<file path="src/rtl/rv_pkg.sv">
package rv_pkg;

    localparam int XLEN       = 32;
    localparam int REG_ADDR_W = 5;
    localparam int FUNCT3_W   = 3;
    localparam int FUNCT7_W   = 7;
    localparam int OPCODE_W   = 7;

    // Base opcodes, inst[6:0]
    localparam logic [OPCODE_W-1:0] OPC_LUI    = 7'b0110111;
    localparam logic [OPCODE_W-1:0] OPC_AUIPC  = 7'b0010111;
    localparam logic [OPCODE_W-1:0] OPC_JAL    = 7'b1101111;
    localparam logic [OPCODE_W-1:0] OPC_JALR   = 7'b1100111;
    localparam logic [OPCODE_W-1:0] OPC_LOAD   = 7'b0000011;
    localparam logic [OPCODE_W-1:0] OPC_STORE  = 7'b0100011;
    localparam logic [OPCODE_W-1:0] OPC_BRANCH = 7'b1100011;
    localparam logic [OPCODE_W-1:0] OPC_OP_IMM = 7'b0010011;
    localparam logic [OPCODE_W-1:0] OPC_OP     = 7'b0110011;
    localparam logic [OPCODE_W-1:0] OPC_SYSTEM = 7'b1110011;

    typedef enum logic [3:0] {
        LUI,
        AUIPC,
        JAL,
        JALR,
        LOAD,
        STORE,
        BRANCH,
        OP_IMM,
        OP,
        MULDIV,
        EBREAK,
        ILLEGAL
    } op_class_e;

endpackage
</file>
<file path="src/rtl/rv_ifs.sv">


interface wb_bus_if import rv_pkg::*; ();

    logic                  we;           // Registered retire write
    logic [REG_ADDR_W-1:0] rd_addr;
    logic [XLEN-1:0]       data;
    logic                  ex_we;        // Execute result, one stage early
    logic [REG_ADDR_W-1:0] ex_rd_addr;
    logic [XLEN-1:0]       ex_data;

    modport source (
        output we, rd_addr, data,
        output ex_we, ex_rd_addr, ex_data
    );

    modport sink (input we, rd_addr, data);

    modport bypass (input ex_we, ex_rd_addr, ex_data);

endinterface

</file>
<file path="src/rtl/reg_file.sv">
module reg_file import rv_pkg::*; (
    input  logic                  clk,
    input  logic                  arst_n,
    wb_bus_if.sink                wb,
    input  logic [REG_ADDR_W-1:0] rs1_addr,
    input  logic [REG_ADDR_W-1:0] rs2_addr,
    output logic [XLEN-1:0]       rs1_data,
    output logic [XLEN-1:0]       rs2_data
);

    logic [XLEN-1:0] regs [1:2**REG_ADDR_W-1];                     // No storage for x0

    function automatic logic [XLEN-1:0] read_port(input logic [REG_ADDR_W-1:0] addr);
        if (addr == '0) return '0;
        if (wb.we && wb.rd_addr == addr) return wb.data;           // Write-through
        return regs[addr];
    endfunction

    always_ff @(posedge clk or negedge arst_n) begin
        if (!arst_n) begin
            for (int i = 1; i < 2**REG_ADDR_W; i++) begin
                regs[i] <= '0;
            end
        end else if (wb.we && wb.rd_addr != '0) begin
            regs[wb.rd_addr] <= wb.data;
        end
    end

    assign rs1_data = read_port(rs1_addr);
    assign rs2_data = read_port(rs2_addr);

endmodule

</file>
<file path="src/flat_wrapper.sv">
// flat-port wrapper written by rule: the top's interface ports become plain ports
module reg_file_flat import rv_pkg::*;
  (clk, arst_n, rs1_addr, rs2_addr, rs1_data, rs2_data, wb_we, wb_rd_addr, wb_data);
  wb_bus_if wb_i ();
  input  logic clk;
  input  logic arst_n;
  input  logic [REG_ADDR_W-1:0] rs1_addr;
  input  logic [REG_ADDR_W-1:0] rs2_addr;
  output logic [XLEN-1:0] rs1_data;
  output logic [XLEN-1:0] rs2_data;
  input wire logic [$bits(wb_i.we)-1:0] wb_we;
  input wire logic [$bits(wb_i.rd_addr)-1:0] wb_rd_addr;
  input wire logic [$bits(wb_i.data)-1:0] wb_data;
  assign wb_i.we = wb_we;
  assign wb_i.rd_addr = wb_rd_addr;
  assign wb_i.data = wb_data;
  reg_file u_core (.clk(clk), .arst_n(arst_n), .wb(wb_i), .rs1_addr(rs1_addr), .rs2_addr(rs2_addr), .rs1_data(rs1_data), .rs2_data(rs2_data));
endmodule
</file>
<file path="config.mk">
export PLATFORM = sky130hd
export DESIGN_NAME = reg_file_flat
export DESIGN_NICKNAME = d
export VERILOG_FILES = /design/src/rtl/rv_pkg.sv /design/src/rtl/rv_ifs.sv /design/src/rtl/reg_file.sv /design/src/flat_wrapper.sv
export SDC_FILE = /design/constraint.sdc
export NUM_CORES = 2
export LEC_CHECK = 0
export CAP_MARGIN = 20
export CORE_ASPECT_RATIO = 0.9
export CORE_MARGIN = 1
export CORE_UTILIZATION = 35
export CTS_BUF_LIST = sky130_fd_sc_hd__clkbuf_16
export CTS_CLUSTER_SIZE = 12
export DETAILED_ROUTE_END_ITERATION = 6
export DONT_BUFFER_PORTS = 1
export GPL_ROUTABILITY_DRIVEN = 0
export SLEW_MARGIN = 0
export SYNTH_ARGS = -nofsm -noshare
export SYNTH_HDL_FRONTEND = slang
export SYNTH_SLANG_ARGS = --single-unit
</file>
<file path="constraint.sdc">
create_clock -name clk -period 3.5 [get_ports clk]
set_input_delay 0.7 -clock clk [delete_from_list [all_inputs] [get_ports clk]]
set_output_delay 0.7 -clock clk [all_outputs]
set_load 0.03 [all_outputs]
</file>
==> flow_summary.toml <==
[clock_tree]
number_of_h_tree_levels = 3
cts.root.buffer_cell = "clkbuf_16"
tritoncts.num_buffers = 104
clkSlewWorstSetupHoldPaths_ns = 0.06
numClockSinks = 992
cts_post_setup_buffers_inserted = 0
clock_latency_ns = 0.71
tritoncts = "built"
deepest_clock_path_buffer_count = 3

[timing]
setup_viol_count_final = 8
slew_limit_fails = 0
finalWorstPathRequiredPeriod_ns = 3.725
fmax_mhz = 268.5
final.setup.worst_slack_ns = -0.2249
hold-worst-slack_ns = 0.1241
worst_slew_margin_rel = 0.1165
fin_worst_skew_ns = 0
finalCritPeriodShare = 1.064
max_slew.worst_pin.slew_ns = 1.325
timing_hold_violations_final = 0

[routing]
ant_nets = 0
detail_route.wirelength_um = 170300
drc = 0
vias_per_cell = 6.140
via_count = 34450
wire_per_inst_um = 30.35
detail_route.first_pass.iterations = 5
detailedRoute.firstIterationViolations = 3271

[setup_path]
crit_path_start_kind = "primary input"
rrSetupSlack_ns = 2.69
timing.critical_path.required_ns = 2.80
crit_arrival_ns = 3.02
rr_worst_depth = 1
crit_path_category = "primary input to primary output"
endpoint_kind = "primary output"
critPathMaxFanout = 198

[synth]
synthFlopType = "dfrtp_1"
synth_top_cell_area_share = 0.4645
post_synth.cell_area_avg_um2 = 14.70
ys_async_sr_fraction = 1.000
synth-edff-count = 0
seq_area_frac_synth = 0.4645
netlist-cell-type-count = 48
mappedNetlistArea_mm2 = 0.05344
synth.net_count = 3686
yosys_warnings = 0
yosysTopAreaCell = "dfrtp_1"
syn-instance-count = 3636
synth.top_cells.by_area = "dfrtp_1 (46%), mux2_2 (22%), mux4_2 (18%), mux2i_1 (1.5%), a221oi_1 (1.2%)"
yosys_register_bits = 992

[pwr]
worst_ir_drop_vdd_mv = 0.4325
p_total_w = 0.03255
power.leakage_nw = 25.16
cellPowerDensity_mw_per_mm2 = 545.3

[layout]
top_regs = "u_core.regs: 992 flops"
fillCellCount = 14100
layout-drive-gt1-share = 0.5143
sequential_cell_area_mm2 = 0.02482
final_net_count = 3596
largest_register_ff_count = 992
largest-register = "u_core.regs"
multi_input_area_mm2 = 0.02693
area_delta_synth_final_pct = 11.71

[global_routing]
grt.overflow.total = 0
wire_length_of_the_first_global_routing_pass_um = 250300
grt_pass1_vias = 35290
number_of_antenna_violations_at_the_first_check_in_global_routing = 2
grt_max_degree = 993
track_usage = 0.2206

[floorplanning]
floorplan.initialDensity = 0.3539
chipHeight_um = 372.7
site_row_count = 135
die_width_um = 413.9
design.die.area_mm2 = 0.1543
floorplan.core_area_mm2 = 0.1510
io_pins = 114

[job]
max_cap_violations = 0

[placement]
number_of_buffers_inserted_by_port_buffering = 0
dp.final_hpwl_um = 94980

[outcome]
violations_in_the_final_reports = "setup timing"
run_status = "complete, but fails checks"

[hold_path]
hold-path-cell-count = 1
hold_path_class = "primary input to flop"
==> metrics by stage <==
step                instance area [um2]  setup slack [ns]    util  TNS [ns]  instances
global route                      59690           -0.2693  0.3953    -1.672       5610
floorplan                         53440           0.08249       -         0       3636
CTS                               59530           0.02847  0.3942         0       5605
global placement                  56440          -0.03436  0.3737  -0.03436       5421
detailed placement                56440           0.01999  0.3737         0       5421
finish                            59700           -0.2249  0.3953   -0.7562       5611
==> cells in the final DEF, fill, tap and decap left out, types with 33 or more instances in the layout <==
cell	synthesis	routed
a22oi_1	52	52
mux2_1	33	33
buf_12	0	55
mux4_2	432	432
dfrtp_1	992	992
o22ai_1	74	73
mux2_2	1025	1025
nor2_1	120	104
buf_4	35	152
nor2b_1	36	33
a221oi_1	75	74
mux2i_1	80	80
clkbuf_16	0	105
nor3_1	48	47
==> cell usage after synthesis, types with 2 or more instances <==
cell,number
mux2_2,1025
dfrtp_1,992
mux4_2,432
clkbuf_1,172
buf_2,124
nor2_1,120
mux2i_1,80
a221oi_1,75
o22ai_1,74
buf_1,54
a22oi_1,52
nor3_1,48
nor2b_1,36
buf_4,35
nor4_1,35
mux2_1,33
nand2_1,32
a211oi_1,31
buf_6,22
nand3_1,20
a21oi_1,17
a31oi_1,17
o211ai_1,16
o21ai_0,16
o221a_1,16
o32ai_1,15
xor2_1,8
nand2b_1,6
nor3b_1,5
nand3b_1,4
a221oi_2,3
and3_1,2
and3b_1,2
or2_2,2
xnor2_1,2
==> layout make-up <==
| type | count | area share |
|---|---|---|
| well taps | 1986 | 0.04163 |
| diodes | 1 | 0.00004192 |
| clock inverters | 79 | 0.007378 |
| flip-flops and latches | 992 | 0.4158 |
| clock buffers | 105 | 0.04402 |
| inverters | 1 | 0.00006288 |
| multi-input cells | 2235 | 0.4512 |
| repair buffers | 212 | 0.03986 |
==> metal layers <==
| layer | GRT usage | share of wire | vias to the layer above |
|---|---|---|---|
| met3 | 0.04249 | 0.075 | 263 |
| met5 | 0 | 0 | - |
| met2 | 0.3438 | 0.47 | 1296 |
| met4 | 0.06555 | 0.028 | 0 |
| met1 | 0.3101 | 0.42 | 18880 |
| li1 | - | - | 14010 |
==> worst paths after layout <==
path	end	startpoint
hold reg to reg	u_core.regs[98]$_DFFE_PN0P_	u_core.regs[98]$_DFFE_PN0P_
max in group asynchronous	u_core.regs[265]$_DFFE_PN0P_	arst_n
min in group asynchronous	u_core.regs[764]$_DFFE_PN0P_	arst_n
setup / recovery	rs2_data[28]	rs2_addr[0]
setup reg to reg	u_core.regs[642]$_DFFE_PN0P_	u_core.regs[642]$_DFFE_PN0P_
hold / removal	u_core.regs[636]$_DFFE_PN0P_	wb_data[28]
==> report_power, final <==
group	internal [W]	leakage [nW]	switching [W]
registers	0.0137	12.7	0.00161
clock network	0.00556	1.61	0.00482
logic	0.00438	10.9	0.00246
==> cells by family after synthesis <==
family,count (synthesis),synth area share
simple gates,319,0.02929
buf+inv,409,0.03725
flops,992,0.4645
mux,1570,0.4200
xor+xnor,10,0.001639
compound gates,336,0.04732
==> what timing repair did <==
action                     4_1_cts  5_1_grt
setup endpoints to repair        2        3
hold endpoints to repair       992        0
pin swaps                        0        0
gates resized for setup          5        4
==> worst max-delay path, cell delays in order <==
cell and delay [ns]:
nor2b_4 0.32, buf_12 0.17, buf_4 0.23, a221oi_1 0.12
nor4_1 0.46, a211oi_1 0.10, nor3_1 0.27, buf_4 0.18
buf_4 0.15
(Power assumes the default switching activity.)
