File: config.mk
export PLATFORM = sky130hd
export DESIGN_NAME = decode_stage_flat
export DESIGN_NICKNAME = d
export VERILOG_FILES = /design/src/rtl/rv_pkg.sv /design/src/rtl/rv_ifs.sv /design/src/rtl/decode_stage.sv /design/src/flat_wrapper.sv
export SDC_FILE = /design/constraint.sdc
export NUM_CORES = 1
export LEC_CHECK = 0
export BUFFER_PORTS_ARGS = -buffer_cell sky130_fd_sc_hd__clkbuf_2
export CELL_PAD_IN_SITES_DETAIL_PLACEMENT = 2
export CELL_PAD_IN_SITES_GLOBAL_PLACEMENT = 2
export CORE_MARGIN = 1.5
export CORE_UTILIZATION = 29
export CTS_CLUSTER_DIAMETER = 40
export DETAILED_ROUTE_END_ITERATION = 7
export PLACE_DENSITY = 0.81
export SLEW_MARGIN = 10
export SYNTH_ARGS = -nofsm -noshare
export SYNTH_HDL_FRONTEND = slang
export SYNTH_SLANG_ARGS = --single-unit
File: constraint.sdc
create_clock -name clk -period 3.4 [get_ports clk]
set_input_delay 0.51 -clock clk [delete_from_list [all_inputs] [get_ports clk]]
set_output_delay 0.51 -clock clk [all_outputs]
set_load 0.01 [all_outputs]
File: src/rtl/rv_pkg.sv
package rv_pkg;

    localparam int XLEN       = 32;
    localparam int REG_ADDR_W = 5;
    localparam int FUNCT3_W   = 3;
    localparam int FUNCT7_W   = 7;
    localparam int OPCODE_W   = 7;

    // Base opcodes, inst[6:0]
    localparam logic [OPCODE_W-1:0] OPC_LUI    = 7'b0110111;
    localparam logic [OPCODE_W-1:0] OPC_AUIPC  = 7'b0010111;
    localparam logic [OPCODE_W-1:0] OPC_JAL    = 7'b1101111;
    localparam logic [OPCODE_W-1:0] OPC_JALR   = 7'b1100111;
    localparam logic [OPCODE_W-1:0] OPC_LOAD   = 7'b0000011;
    localparam logic [OPCODE_W-1:0] OPC_STORE  = 7'b0100011;
    localparam logic [OPCODE_W-1:0] OPC_BRANCH = 7'b1100011;
    localparam logic [OPCODE_W-1:0] OPC_OP_IMM = 7'b0010011;
    localparam logic [OPCODE_W-1:0] OPC_OP     = 7'b0110011;
    localparam logic [OPCODE_W-1:0] OPC_SYSTEM = 7'b1110011;

    typedef enum logic [3:0] {
        LUI,
        AUIPC,
        JAL,
        JALR,
        LOAD,
        STORE,
        BRANCH,
        OP_IMM,
        OP,
        MULDIV,
        EBREAK,
        ILLEGAL
    } op_class_e;

endpackage
File: src/rtl/rv_ifs.sv
interface dec_bus_if import rv_pkg::*; ();

    logic                  valid;        // One-cycle strobe
    logic [XLEN-1:0]       pc;
    op_class_e             op_class;
    logic [FUNCT3_W-1:0]   funct3;
    logic [FUNCT7_W-1:0]   funct7;
    logic [XLEN-1:0]       rs1_val;
    logic [XLEN-1:0]       rs2_val;
    logic [XLEN-1:0]       imm;
    logic [REG_ADDR_W-1:0] rd_addr;
    logic                  reg_write_en;

    modport producer (
        output valid, pc, op_class, funct3, funct7,
        output rs1_val, rs2_val, imm, rd_addr, reg_write_en
    );

    modport consumer (
        input valid, pc, op_class, funct3, funct7,
        input rs1_val, rs2_val, imm, rd_addr, reg_write_en
    );

endinterface

interface wb_bus_if import rv_pkg::*; ();

    logic                  we;           // Registered retire write
    logic [REG_ADDR_W-1:0] rd_addr;
    logic [XLEN-1:0]       data;
    logic                  ex_we;        // Execute result, one stage early
    logic [REG_ADDR_W-1:0] ex_rd_addr;
    logic [XLEN-1:0]       ex_data;

    modport source (
        output we, rd_addr, data,
        output ex_we, ex_rd_addr, ex_data
    );

    modport sink (input we, rd_addr, data);

    modport bypass (input ex_we, ex_rd_addr, ex_data);

endinterface

File: src/rtl/decode_stage.sv
module decode_stage import rv_pkg::*; (
    input  logic                  clk,
    input  logic                  arst_n,
    input  logic                  inst_valid,
    input  logic [XLEN-1:0]       inst,
    input  logic [XLEN-1:0]       inst_pc,
    wb_bus_if.bypass              rs_bypass,
    output logic [REG_ADDR_W-1:0] rf_rs1_addr,
    output logic [REG_ADDR_W-1:0] rf_rs2_addr,
    input  logic [XLEN-1:0]       rf_rs1_data,
    input  logic [XLEN-1:0]       rf_rs2_data,
    dec_bus_if.producer           dec
);

    logic                in_valid;
    logic [XLEN-1:0]     in_inst;
    logic [XLEN-1:0]     in_pc;
    logic [OPCODE_W-1:0] opcode;
    logic [FUNCT3_W-1:0] funct3;
    logic [FUNCT7_W-1:0] funct7;
    logic [XLEN-1:0]     imm_i;
    logic [XLEN-1:0]     imm_s;
    logic [XLEN-1:0]     imm_b;
    logic [XLEN-1:0]     imm_u;
    logic [XLEN-1:0]     imm_j;
    logic [XLEN-1:0]     imm;
    op_class_e           op_class;
    logic                reg_write_en;
    logic [XLEN-1:0]     rs1_val;
    logic [XLEN-1:0]     rs2_val;

    function automatic logic [XLEN-1:0] read_operand(
        input logic [REG_ADDR_W-1:0] addr,
        input logic [XLEN-1:0]       rf_data
    );
        if (addr == '0) return '0;
        if (rs_bypass.ex_we && rs_bypass.ex_rd_addr == addr) return rs_bypass.ex_data;
        return rf_data;
    endfunction

    always_ff @(posedge clk or negedge arst_n) begin
        if (!arst_n) begin
            in_valid <= 1'b0;
        end else begin
            in_valid <= inst_valid;
        end
    end

    always_ff @(posedge clk) begin
        if (inst_valid) begin
            in_inst <= inst;
            in_pc   <= inst_pc;
        end
    end

    assign opcode = in_inst[6:0];
    assign funct3 = in_inst[14:12];
    assign funct7 = in_inst[31:25];

    assign imm_i = {{20{in_inst[31]}}, in_inst[31:20]};
    assign imm_s = {{20{in_inst[31]}}, in_inst[31:25], in_inst[11:7]};
    assign imm_b = {{19{in_inst[31]}}, in_inst[31], in_inst[7], in_inst[30:25],
                    in_inst[11:8], 1'b0};
    assign imm_u = {in_inst[31:12], 12'b0};
    assign imm_j = {{11{in_inst[31]}}, in_inst[31], in_inst[19:12], in_inst[20],
                    in_inst[30:21], 1'b0};

    always_comb begin
        case (opcode)
            OPC_STORE:          imm = imm_s;
            OPC_BRANCH:         imm = imm_b;
            OPC_LUI, OPC_AUIPC: imm = imm_u;
            OPC_JAL:            imm = imm_j;
            default:            imm = imm_i;
        endcase
    end

    // Anything not matched below stays ILLEGAL
    always_comb begin
        op_class = ILLEGAL;
        case (opcode)
            OPC_LUI:    op_class = LUI;
            OPC_AUIPC:  op_class = AUIPC;
            OPC_JAL:    op_class = JAL;
            OPC_JALR:   if (funct3 == 3'b000) op_class = JALR;
            OPC_LOAD:   if (funct3 inside {3'b000, 3'b001, 3'b010, 3'b100, 3'b101})
                            op_class = LOAD;
            OPC_STORE:  if (funct3 inside {3'b000, 3'b001, 3'b010}) op_class = STORE;
            OPC_BRANCH: if (!(funct3 inside {3'b010, 3'b011})) op_class = BRANCH;
            OPC_OP_IMM: begin
                if (funct3 == 3'b001) begin
                    if (funct7 == 7'b0000000) op_class = OP_IMM;            // SLLI
                end else if (funct3 == 3'b101) begin
                    if (funct7 inside {7'b0000000, 7'b0100000}) op_class = OP_IMM;
                end else begin
                    op_class = OP_IMM;
                end
            end
            OPC_OP: begin
                if (funct7 == 7'b0000001) begin
                    op_class = MULDIV;
                end else if (funct7 == 7'b0000000) begin
                    op_class = OP;
                end else if (funct7 == 7'b0100000 && funct3 inside {3'b000, 3'b101}) begin
                    op_class = OP;                                          // SUB, SRA
                end
            end
            OPC_SYSTEM: if (funct3 == 3'b000 && imm_i == 32'd1) op_class = EBREAK;
            default:    op_class = ILLEGAL;
        endcase
    end

    assign reg_write_en = op_class inside {LUI, AUIPC, JAL, JALR, OP_IMM, OP, MULDIV};

    assign rf_rs1_addr = in_inst[19:15];
    assign rf_rs2_addr = in_inst[24:20];

    assign rs1_val = read_operand(rf_rs1_addr, rf_rs1_data);
    assign rs2_val = read_operand(rf_rs2_addr, rf_rs2_data);

    always_ff @(posedge clk or negedge arst_n) begin
        if (!arst_n) begin
            dec.valid <= 1'b0;
        end else begin
            dec.valid <= in_valid;
        end
    end

    always_ff @(posedge clk) begin
        if (in_valid) begin
            dec.pc           <= in_pc;
            dec.op_class     <= op_class;
            dec.funct3       <= funct3;
            dec.funct7       <= funct7;
            dec.rs1_val      <= rs1_val;
            dec.rs2_val      <= rs2_val;
            dec.imm          <= imm;
            dec.rd_addr      <= in_inst[11:7];
            dec.reg_write_en <= reg_write_en;
        end
    end

endmodule

File: src/flat_wrapper.sv
// flat-port wrapper written by rule: the top's interface ports become plain ports
module decode_stage_flat import rv_pkg::*;
  (clk, arst_n, inst_valid, inst, inst_pc, rf_rs1_addr, rf_rs2_addr, rf_rs1_data, rf_rs2_data, rs_bypass_ex_we, rs_bypass_ex_rd_addr, rs_bypass_ex_data, dec_valid, dec_pc, dec_op_class, dec_funct3, dec_funct7, dec_rs1_val, dec_rs2_val, dec_imm, dec_rd_addr, dec_reg_write_en);
  wb_bus_if rs_bypass_i ();
  dec_bus_if dec_i ();
  input  logic clk;
  input  logic arst_n;
  input  logic inst_valid;
  input  logic [XLEN-1:0] inst;
  input  logic [XLEN-1:0] inst_pc;
  output logic [REG_ADDR_W-1:0] rf_rs1_addr;
  output logic [REG_ADDR_W-1:0] rf_rs2_addr;
  input  logic [XLEN-1:0] rf_rs1_data;
  input  logic [XLEN-1:0] rf_rs2_data;
  input wire logic [$bits(rs_bypass_i.ex_we)-1:0] rs_bypass_ex_we;
  input wire logic [$bits(rs_bypass_i.ex_rd_addr)-1:0] rs_bypass_ex_rd_addr;
  input wire logic [$bits(rs_bypass_i.ex_data)-1:0] rs_bypass_ex_data;
  output wire logic [$bits(dec_i.valid)-1:0] dec_valid;
  output wire logic [$bits(dec_i.pc)-1:0] dec_pc;
  output wire logic [$bits(dec_i.op_class)-1:0] dec_op_class;
  output wire logic [$bits(dec_i.funct3)-1:0] dec_funct3;
  output wire logic [$bits(dec_i.funct7)-1:0] dec_funct7;
  output wire logic [$bits(dec_i.rs1_val)-1:0] dec_rs1_val;
  output wire logic [$bits(dec_i.rs2_val)-1:0] dec_rs2_val;
  output wire logic [$bits(dec_i.imm)-1:0] dec_imm;
  output wire logic [$bits(dec_i.rd_addr)-1:0] dec_rd_addr;
  output wire logic [$bits(dec_i.reg_write_en)-1:0] dec_reg_write_en;
  assign rs_bypass_i.ex_we = rs_bypass_ex_we;
  assign rs_bypass_i.ex_rd_addr = rs_bypass_ex_rd_addr;
  assign rs_bypass_i.ex_data = rs_bypass_ex_data;
  assign dec_valid = dec_i.valid;
  assign dec_pc = dec_i.pc;
  assign dec_op_class = dec_i.op_class;
  assign dec_funct3 = dec_i.funct3;
  assign dec_funct7 = dec_i.funct7;
  assign dec_rs1_val = dec_i.rs1_val;
  assign dec_rs2_val = dec_i.rs2_val;
  assign dec_imm = dec_i.imm;
  assign dec_rd_addr = dec_i.rd_addr;
  assign dec_reg_write_en = dec_i.reg_write_en;
  decode_stage u_core (.clk(clk), .arst_n(arst_n), .inst_valid(inst_valid), .inst(inst), .inst_pc(inst_pc), .rs_bypass(rs_bypass_i), .rf_rs1_addr(rf_rs1_addr), .rf_rs2_addr(rf_rs2_addr), .rf_rs1_data(rf_rs1_data), .rf_rs2_data(rf_rs2_data), .dec(dec_i));
endmodule
==> flow_summary.json, run 1 <==
{
  "status": "finished, final reports clean",
  "tightest_slew_ns": 0.911,
  "synth_top_area_share_pct": 76.4,
  "critPathMaxFanout": 32,
  "dp_hpwl_um": 20300,
  "finClkSkew_ns": 0.0220,
  "cp.arrival_ns": 2.65,
  "max-slew-margin-rel_pct": 39.1,
  "dr.pass1.iters": 4,
  "clkTransAtPathRegs_ns": 0.06,
  "synth_edf_count": 211,
  "rows": 61,
  "dieArea_um2": 29600,
  "yosysSeqAreaShare_pct": 77.0,
  "grt_max_degree": 79,
  "total_leakage_power_nw": 4.74,
  "power.density_nw_per_um2": 639,
  "ys.flop_type": "edfxtp_1",
  "fmax_mhz": 410,
  "htree_levels": 2,
  "synth-seq-cells": 213,
  "netlist_instances": 498,
  "grt_overflow": 0,
  "fin_nets": 1012,
  "cts-resized-gates": 0,
  "die_h_um": 172,
  "yosys.area.top_type": "edfxtp_1",
  "start_util_pct": 29.7,
  "grt_pass1_wl_um": 39400,
  "grt.total_usage_pct": 18.2,
  "worstSetupStartpointType": "flip-flop",
  "io_pins": 328,
  "post-route-drc-count": 0,
  "p_total_mw": 7.38,
  "synthArstFlopShare_pct": 0.939,
  "totalWireLength_um": 27500,
  "clockBufferDepth": 3,
  "critical_path_class": "flip-flop to flip-flop",
  "gp_congestion": 0.795,
  "syn_area_um2": 8290,
  "maxSlewViolCount": 0,
  "synthTopCellsByArea": "edfxtp_1 (76%), mux2i_1 (7.7%), nor2_1 (3.3%)",
  "yosys_warnings": 0,
  "hp-class": "primary input to flip-flop",
  "holdPathStages": 1,
  "num_vias": 5672,
  "synth.most_common_cell": "edfxtp_1",
  "maxCapViolCount": 0,
  "fin_tns_setup_ns": 0,
  "drive_gt1_share_pct": 46.2,
  "peakVddDrop_mv": 0.463,
  "avgSynthCellArea_um2": 16.6,
  "hold_viol": 0,
  "io_buffers": 327,
  "drtAntennaViolNets": 0,
  "worstRegToRegCells": 6,
  "finalCriticalPeriod_ns": 2.44,
  "area_growth_syn_to_layout_pct": 39.4,
  "wl_per_cell_um": 22.0,
  "viasPerCell": 4.53,
  "syn_nets": 667,
  "synthDistinctLibCells": 44,
  "synth_common_cells": "edfxtp_1 (211), nor2_1 (73), mux2i_1 (64)",
  "setup_viol": 0,
  "drtIter0Drc": 328,
  "die_w_um": 172,
  "antenna_found_initial": 3,
  "post-route-period-util_pct": 71.8,
  "coreArea_um2": 27900,
  "cp-end-kind": "flip-flop",
  "insertion_delay_ns": 0.50,
  "cts.sinks": 213,
  "cts_tree": "done",
  "cp.required_ns": 3.61,
  "cts_buffers": 37,
  "grt_setup_unrepaired": "false",
  "grt_pass1_vias": 6477,
  "cts-root-buf": "clkbuf_16"
}
## kinds of logic after synthesis
logic type | Yosys count | share of synthesized area [%]
XOR/XNOR | 11 | 1.16
multiplexers | 64 | 7.73
flip-flops | 213 | 77.0
AO/OA/AOI/OAI | 48 | 4.17
AND/OR/NAND/NOR | 125 | 7.62
buffers and inverters | 37 | 2.28
## repair_timing
| action | CTS | global route |
|---|---|---|
| hold buffers | 1 | 0 |
| endpoints found under the hold margin | 2 | 0 |
| buffers inserted | 0 | 0 |
## path summary, 6_finish.rpt
kind / slack [ns] / startpoint / endpoint
worst max-delay path: 0.96 / u_core.in_inst[22] / u_core.dec.rs2_val[30]
worst min-delay path: 0.18 / inst_pc[1] / u_core.in_pc[1]
worst max register to register: 0.96 / u_core.in_inst[22] / u_core.dec.rs2_val[30]
worst min register to register: 0.41 / u_core.in_pc[22] / u_core.dec.pc[22]
max in group asynchronous: 2.94 / arst_n / u_core.in_valid
min in group asynchronous: 0.34 / arst_n / u_core.in_valid
## critical path, cell delays in order (launching register included)
cell	delay (ns)
edfxtp_1	0.55
xor2_1	0.23
nor4_1	0.29
and3_2	0.21
buf_4	0.48
mux2i_1	0.28
nor2_1	0.08
## cells in the final DEF (no fill, tap or decap), types with 3 or more instances in the layout
cell,count
edfxtp_1,211
nor2_1,71
xor2_1,9
buf_4,11
diode_2,3
a31oi_1,3
nand2b_1,4
o21ai_0,4
nor3b_1,6
clkinv_2,4
nor3_1,3
a21oi_1,5
clkbuf_16,38
a21o_1,19
clkbuf_1,12
a22o_1,4
mux2i_1,64
o21ai_1,3
clkinv_1,3
nand2_1,9
bufinv_16,3
nor2b_1,10
clkbuf_2,326
## per-layer routing
layer,vias up,global-route usage [%],part of all wire (%)
li1,2572,-,-
met1,2800,19.7,36
met2,257,33.5,53
met3,43,5.61,8.3
met4,0,5.90,2.0
met5,-,0,0
## area by class of cell
cell class | count | area, µm²
diodes | 3 | 7.51
multi-input cells | 248 | 1730
repair buffers | 341 | 1770
clock inverters | 16 | 179
fillers | 2860 | 16400
flip-flops and latches | 213 | 6390
well taps | 378 | 473
inverters | 2 | 7.51
clock buffers | 50 | 996
## state kept, by name, summed over array words and instances, names as in the netlist
name / count
u_core.dec.reg_write_en: 1
u_core.dec.pc: 32
u_core.in_pc: 32
u_core.dec.funct7: 6
u_core.dec.op_class: 4
u_core.dec.rd_addr: 5
u_core.dec.valid: 1
u_core.in_valid: 1
u_core.dec.funct3: 3
u_core.in_inst: 32
u_core.dec.rs1_val: 32
u_core.dec.imm: 32
u_core.dec.rs2_val: 32
## where the power goes
group	internal, mW	switching, mW
clock network	2.28	1.23
logic	0.254	0.349
registers	3.15	0.125
## metrics by stage
stage          setup WS [ns]  hold WS (ns)  instance area (µm²)  utilization, %  std cells
2_1_floorplan           1.03         0.214                 8290               -        498
3_3_place_gp            1.04         0.303                10400            37.1       1181
3_5_place_dp           0.947         0.307                10400            37.1       1181
4_1_cts                0.918         0.158                11500            41.3       1248
5_1_grt                0.821         0.159                11600            41.4       1251
6_report               0.959         0.184                11600            41.4       1251
Power figures use the tool's default switching activity.
==> run 2: changes to the inputs <==
Settings changed: ABC_AREA set to 1, CORE_UTILIZATION 29 to 28.
Clock period 3.4 ns to 2.05 ns, I/O delays scaled along.
==> flow_summary.json, run 2 <==
{
  "mostFrequentLayoutCell": "clkbuf_2",
  "coreArea_um2": 29500,
  "crit_chain": "nor4_1 -> nand2_1 -> buf_4 -> o21ai_1 -> a21oi_1",
  "placedInstanceArea_um2": 10500,
  "rrSetupSlack_ns": 0.23,
  "clockBufferDepth": 3,
  "cts_tree": "done",
  "synthTopCellsByArea": "edfxtp_1 (76%), a21oi_1 (4.1%), o21ai_1 (4.1%)",
  "insertion_delay_ns": 0.51,
  "muxShareOfSynthArea_pct": 0,
  "avgSynthCellArea_um2": 13.4,
  "max-slew-margin-rel_pct": 68.2,
  "antenna_found_initial": 3,
  "synth_top_area_share_pct": 76.0,
  "num_vias": 6555,
  "cp-end-kind": "flip-flop",
  "cts.sinks": 213,
  "setup_viol": 0,
  "viasPerCell": 4.51,
  "post-route-drc-count": 0,
  "htree_levels": 2,
  "postCtsSetupBuffers": 0,
  "cp_top_family": "simple AND/OR/NAND/NOR gates",
  "synth_top_family_by_area": "compound AO/OA/AOI/OAI gates",
  "hp-class": "primary input to flip-flop",
  "postLayoutCoreUtil_pct": 41.7,
  "grt_overflow": 0,
  "synthDistinctLibCells": 31,
  "syn_area_um2": 8340,
  "grt_pass1_vias": 7518,
  "synth.most_common_cell": "edfxtp_1",
  "critPathMaxFanout": 32,
  "ys.flop_type": "edfxtp_1",
  "post-place-cells": 1321,
  "setup_slack_ns": 0.230,
  "grt_setup_unrepaired": "false",
  "synthArstFlopShare_pct": 0.939,
  "slowest_stage": "edfxtp_1",
  "critical-path-max-stage-delay_ns": 0.50,
  "io_pins": 328,
  "syn_nets": 790,
  "post-route-period-util_pct": 88.8,
  "critical_path_class": "flip-flop to flip-flop",
  "crit_buf_inv": 1,
  "die_h_um": 176,
  "final_cell_mix": "clkbuf_2 (326), edfxtp_1 (211), inv_1 (90)",
  "dp_hpwl_um": 20900,
  "drtAntennaViolNets": 0,
  "finClkSkew_ns": 0.0269,
  "cts-root-buf": "clkbuf_16",
  "synthAdderAreaFrac_pct": 0,
  "maxSlewViolCount": 0,
  "synth_simple_gate_area_share_pct": 6.00,
  "fin_area_um2": 12300,
  "wl_per_cell_um": 20.7,
  "fin_hold_ws_ns": 0.0436,
  "dieArea_um2": 30800,
  "grt.total_usage_pct": 19.4,
  "cts_buffers": 38,
  "grt_max_degree": 66,
  "finalCriticalPeriod_ns": 1.82,
  "p_total_mw": 12.3,
  "synth-seq-cells": 213,
  "start_util_pct": 28.3,
  "worstSetupStartpointType": "flip-flop",
  "area_growth_syn_to_layout_pct": 47.4,
  "total_leakage_power_nw": 5.41,
  "drtIter0Drc": 347,
  "synth_common_cells": "edfxtp_1 (211), inv_1 (90), a21oi_1 (69), o21ai_1 (69), nand2_1 (34)",
  "synth_edf_count": 211,
  "netlist_instances": 621,
  "die_w_um": 176,
  "fin_nets": 1204,
  "yosysSeqAreaShare_pct": 76.6,
  "status": "finished, final reports clean",
  "peakVddDrop_mv": 0.617,
  "pre_cts_slack_ns": 0.254,
  "dr.pass1.iters": 4,
  "tightest_slew_ns": 0.477,
  "drive_gt1_share_pct": 40.3,
  "clkTransAtPathRegs_ns": 0.05,
  "cts-resized-gates": 0,
  "fin_tns_setup_ns": 0,
  "rows": 63,
  "yosys_warnings": 0,
  "grt_pass1_wl_um": 44700,
  "cp.arrival_ns": 2.05,
  "synth_compound_area_share_pct": 10.9,
  "maxCapViolCount": 0,
  "hold_viol": 0,
  "totalWireLength_um": 30100,
  "synthXorXnorAreaFrac_pct": 0,
  "fmax_mhz": 549,
  "io_buffers": 327,
  "cp.required_ns": 2.28,
  "gp_congestion": 0.815,
  "yosys.area.top_type": "edfxtp_1",
  "power.density_nw_per_um2": 997,
  "final-instance-count-excl-fill": 1452
}
==> run 2: layout make-up <==
class,count,area (µm²)
antenna,1,2.50
sequential,213,6390
clock buffer,42,966
multi-input combinational,277,1410
inverter,100,375
fill,3075,17200
clock inverter,24,203
timing repair buffer,405,2460
tap,390,488
==> run 2: power breakdown <==
| group | total (mW) | internal, mW | switching [mW] |
|---|---|---|---|
| Sequential | 5.35 | 5.19 | 0.162 |
| Combinational | 1.11 | 0.464 | 0.645 |
| Clock | 5.80 | 3.57 | 2.23 |
==> run 2: cell families (layout without fill, tap and decap cells) <==
kind of cell / Yosys count / in the layout
DFF: 213 / 213
other: 0 / 1
buffers and inverters: 131 / 571
and+or+nand+nor: 100 / 100
AOI/OAI and AO/OA: 177 / 177
==> run 2: worst paths after layout <==
| check | start | to | cells past startpoint |
|---|---|---|---|
| worst min-delay path | inst[24] | u_core.in_inst[24] | 1 |
| max in group asynchronous | arst_n | u_core.in_valid | 2 |
| worst max-delay path | u_core.in_inst[22] | u_core.dec.rs2_val[15] | 5 |
| min in group asynchronous | arst_n | u_core.in_valid | 2 |
| worst min register to register | u_core.in_pc[27] | u_core.dec.pc[27] | 0 |
| worst max register to register | u_core.in_inst[22] | u_core.dec.rs2_val[15] | 5 |
==> run 2: routing by layer <==
metal	global-route usage (%)	wire length (µm)	up-vias
li1	-	-	3035
met1	21.2	11000	3182
met2	35.5	16000	272
met3	5.45	2120	64
met4	7.59	979	2
met5	0	13	-
==> run 2: timing repair <==
| item | 4_1_cts | 5_1_grt |
|---|---|---|
| endpoints found under the hold margin | 65 | 0 |
| setup endpoints to repair | 0 | 0 |
| hold buffers | 64 | 0 |
==> run 2: worst reg2reg max path: cells and delay by family, from the launching register on <==
kind	cells	cell delay (ns)
buffers and inverters	1	0.26
AO/OA/AOI/OAI	2	0.25
AND/OR/NAND/NOR	2	0.53
flip-flops	1	0.50
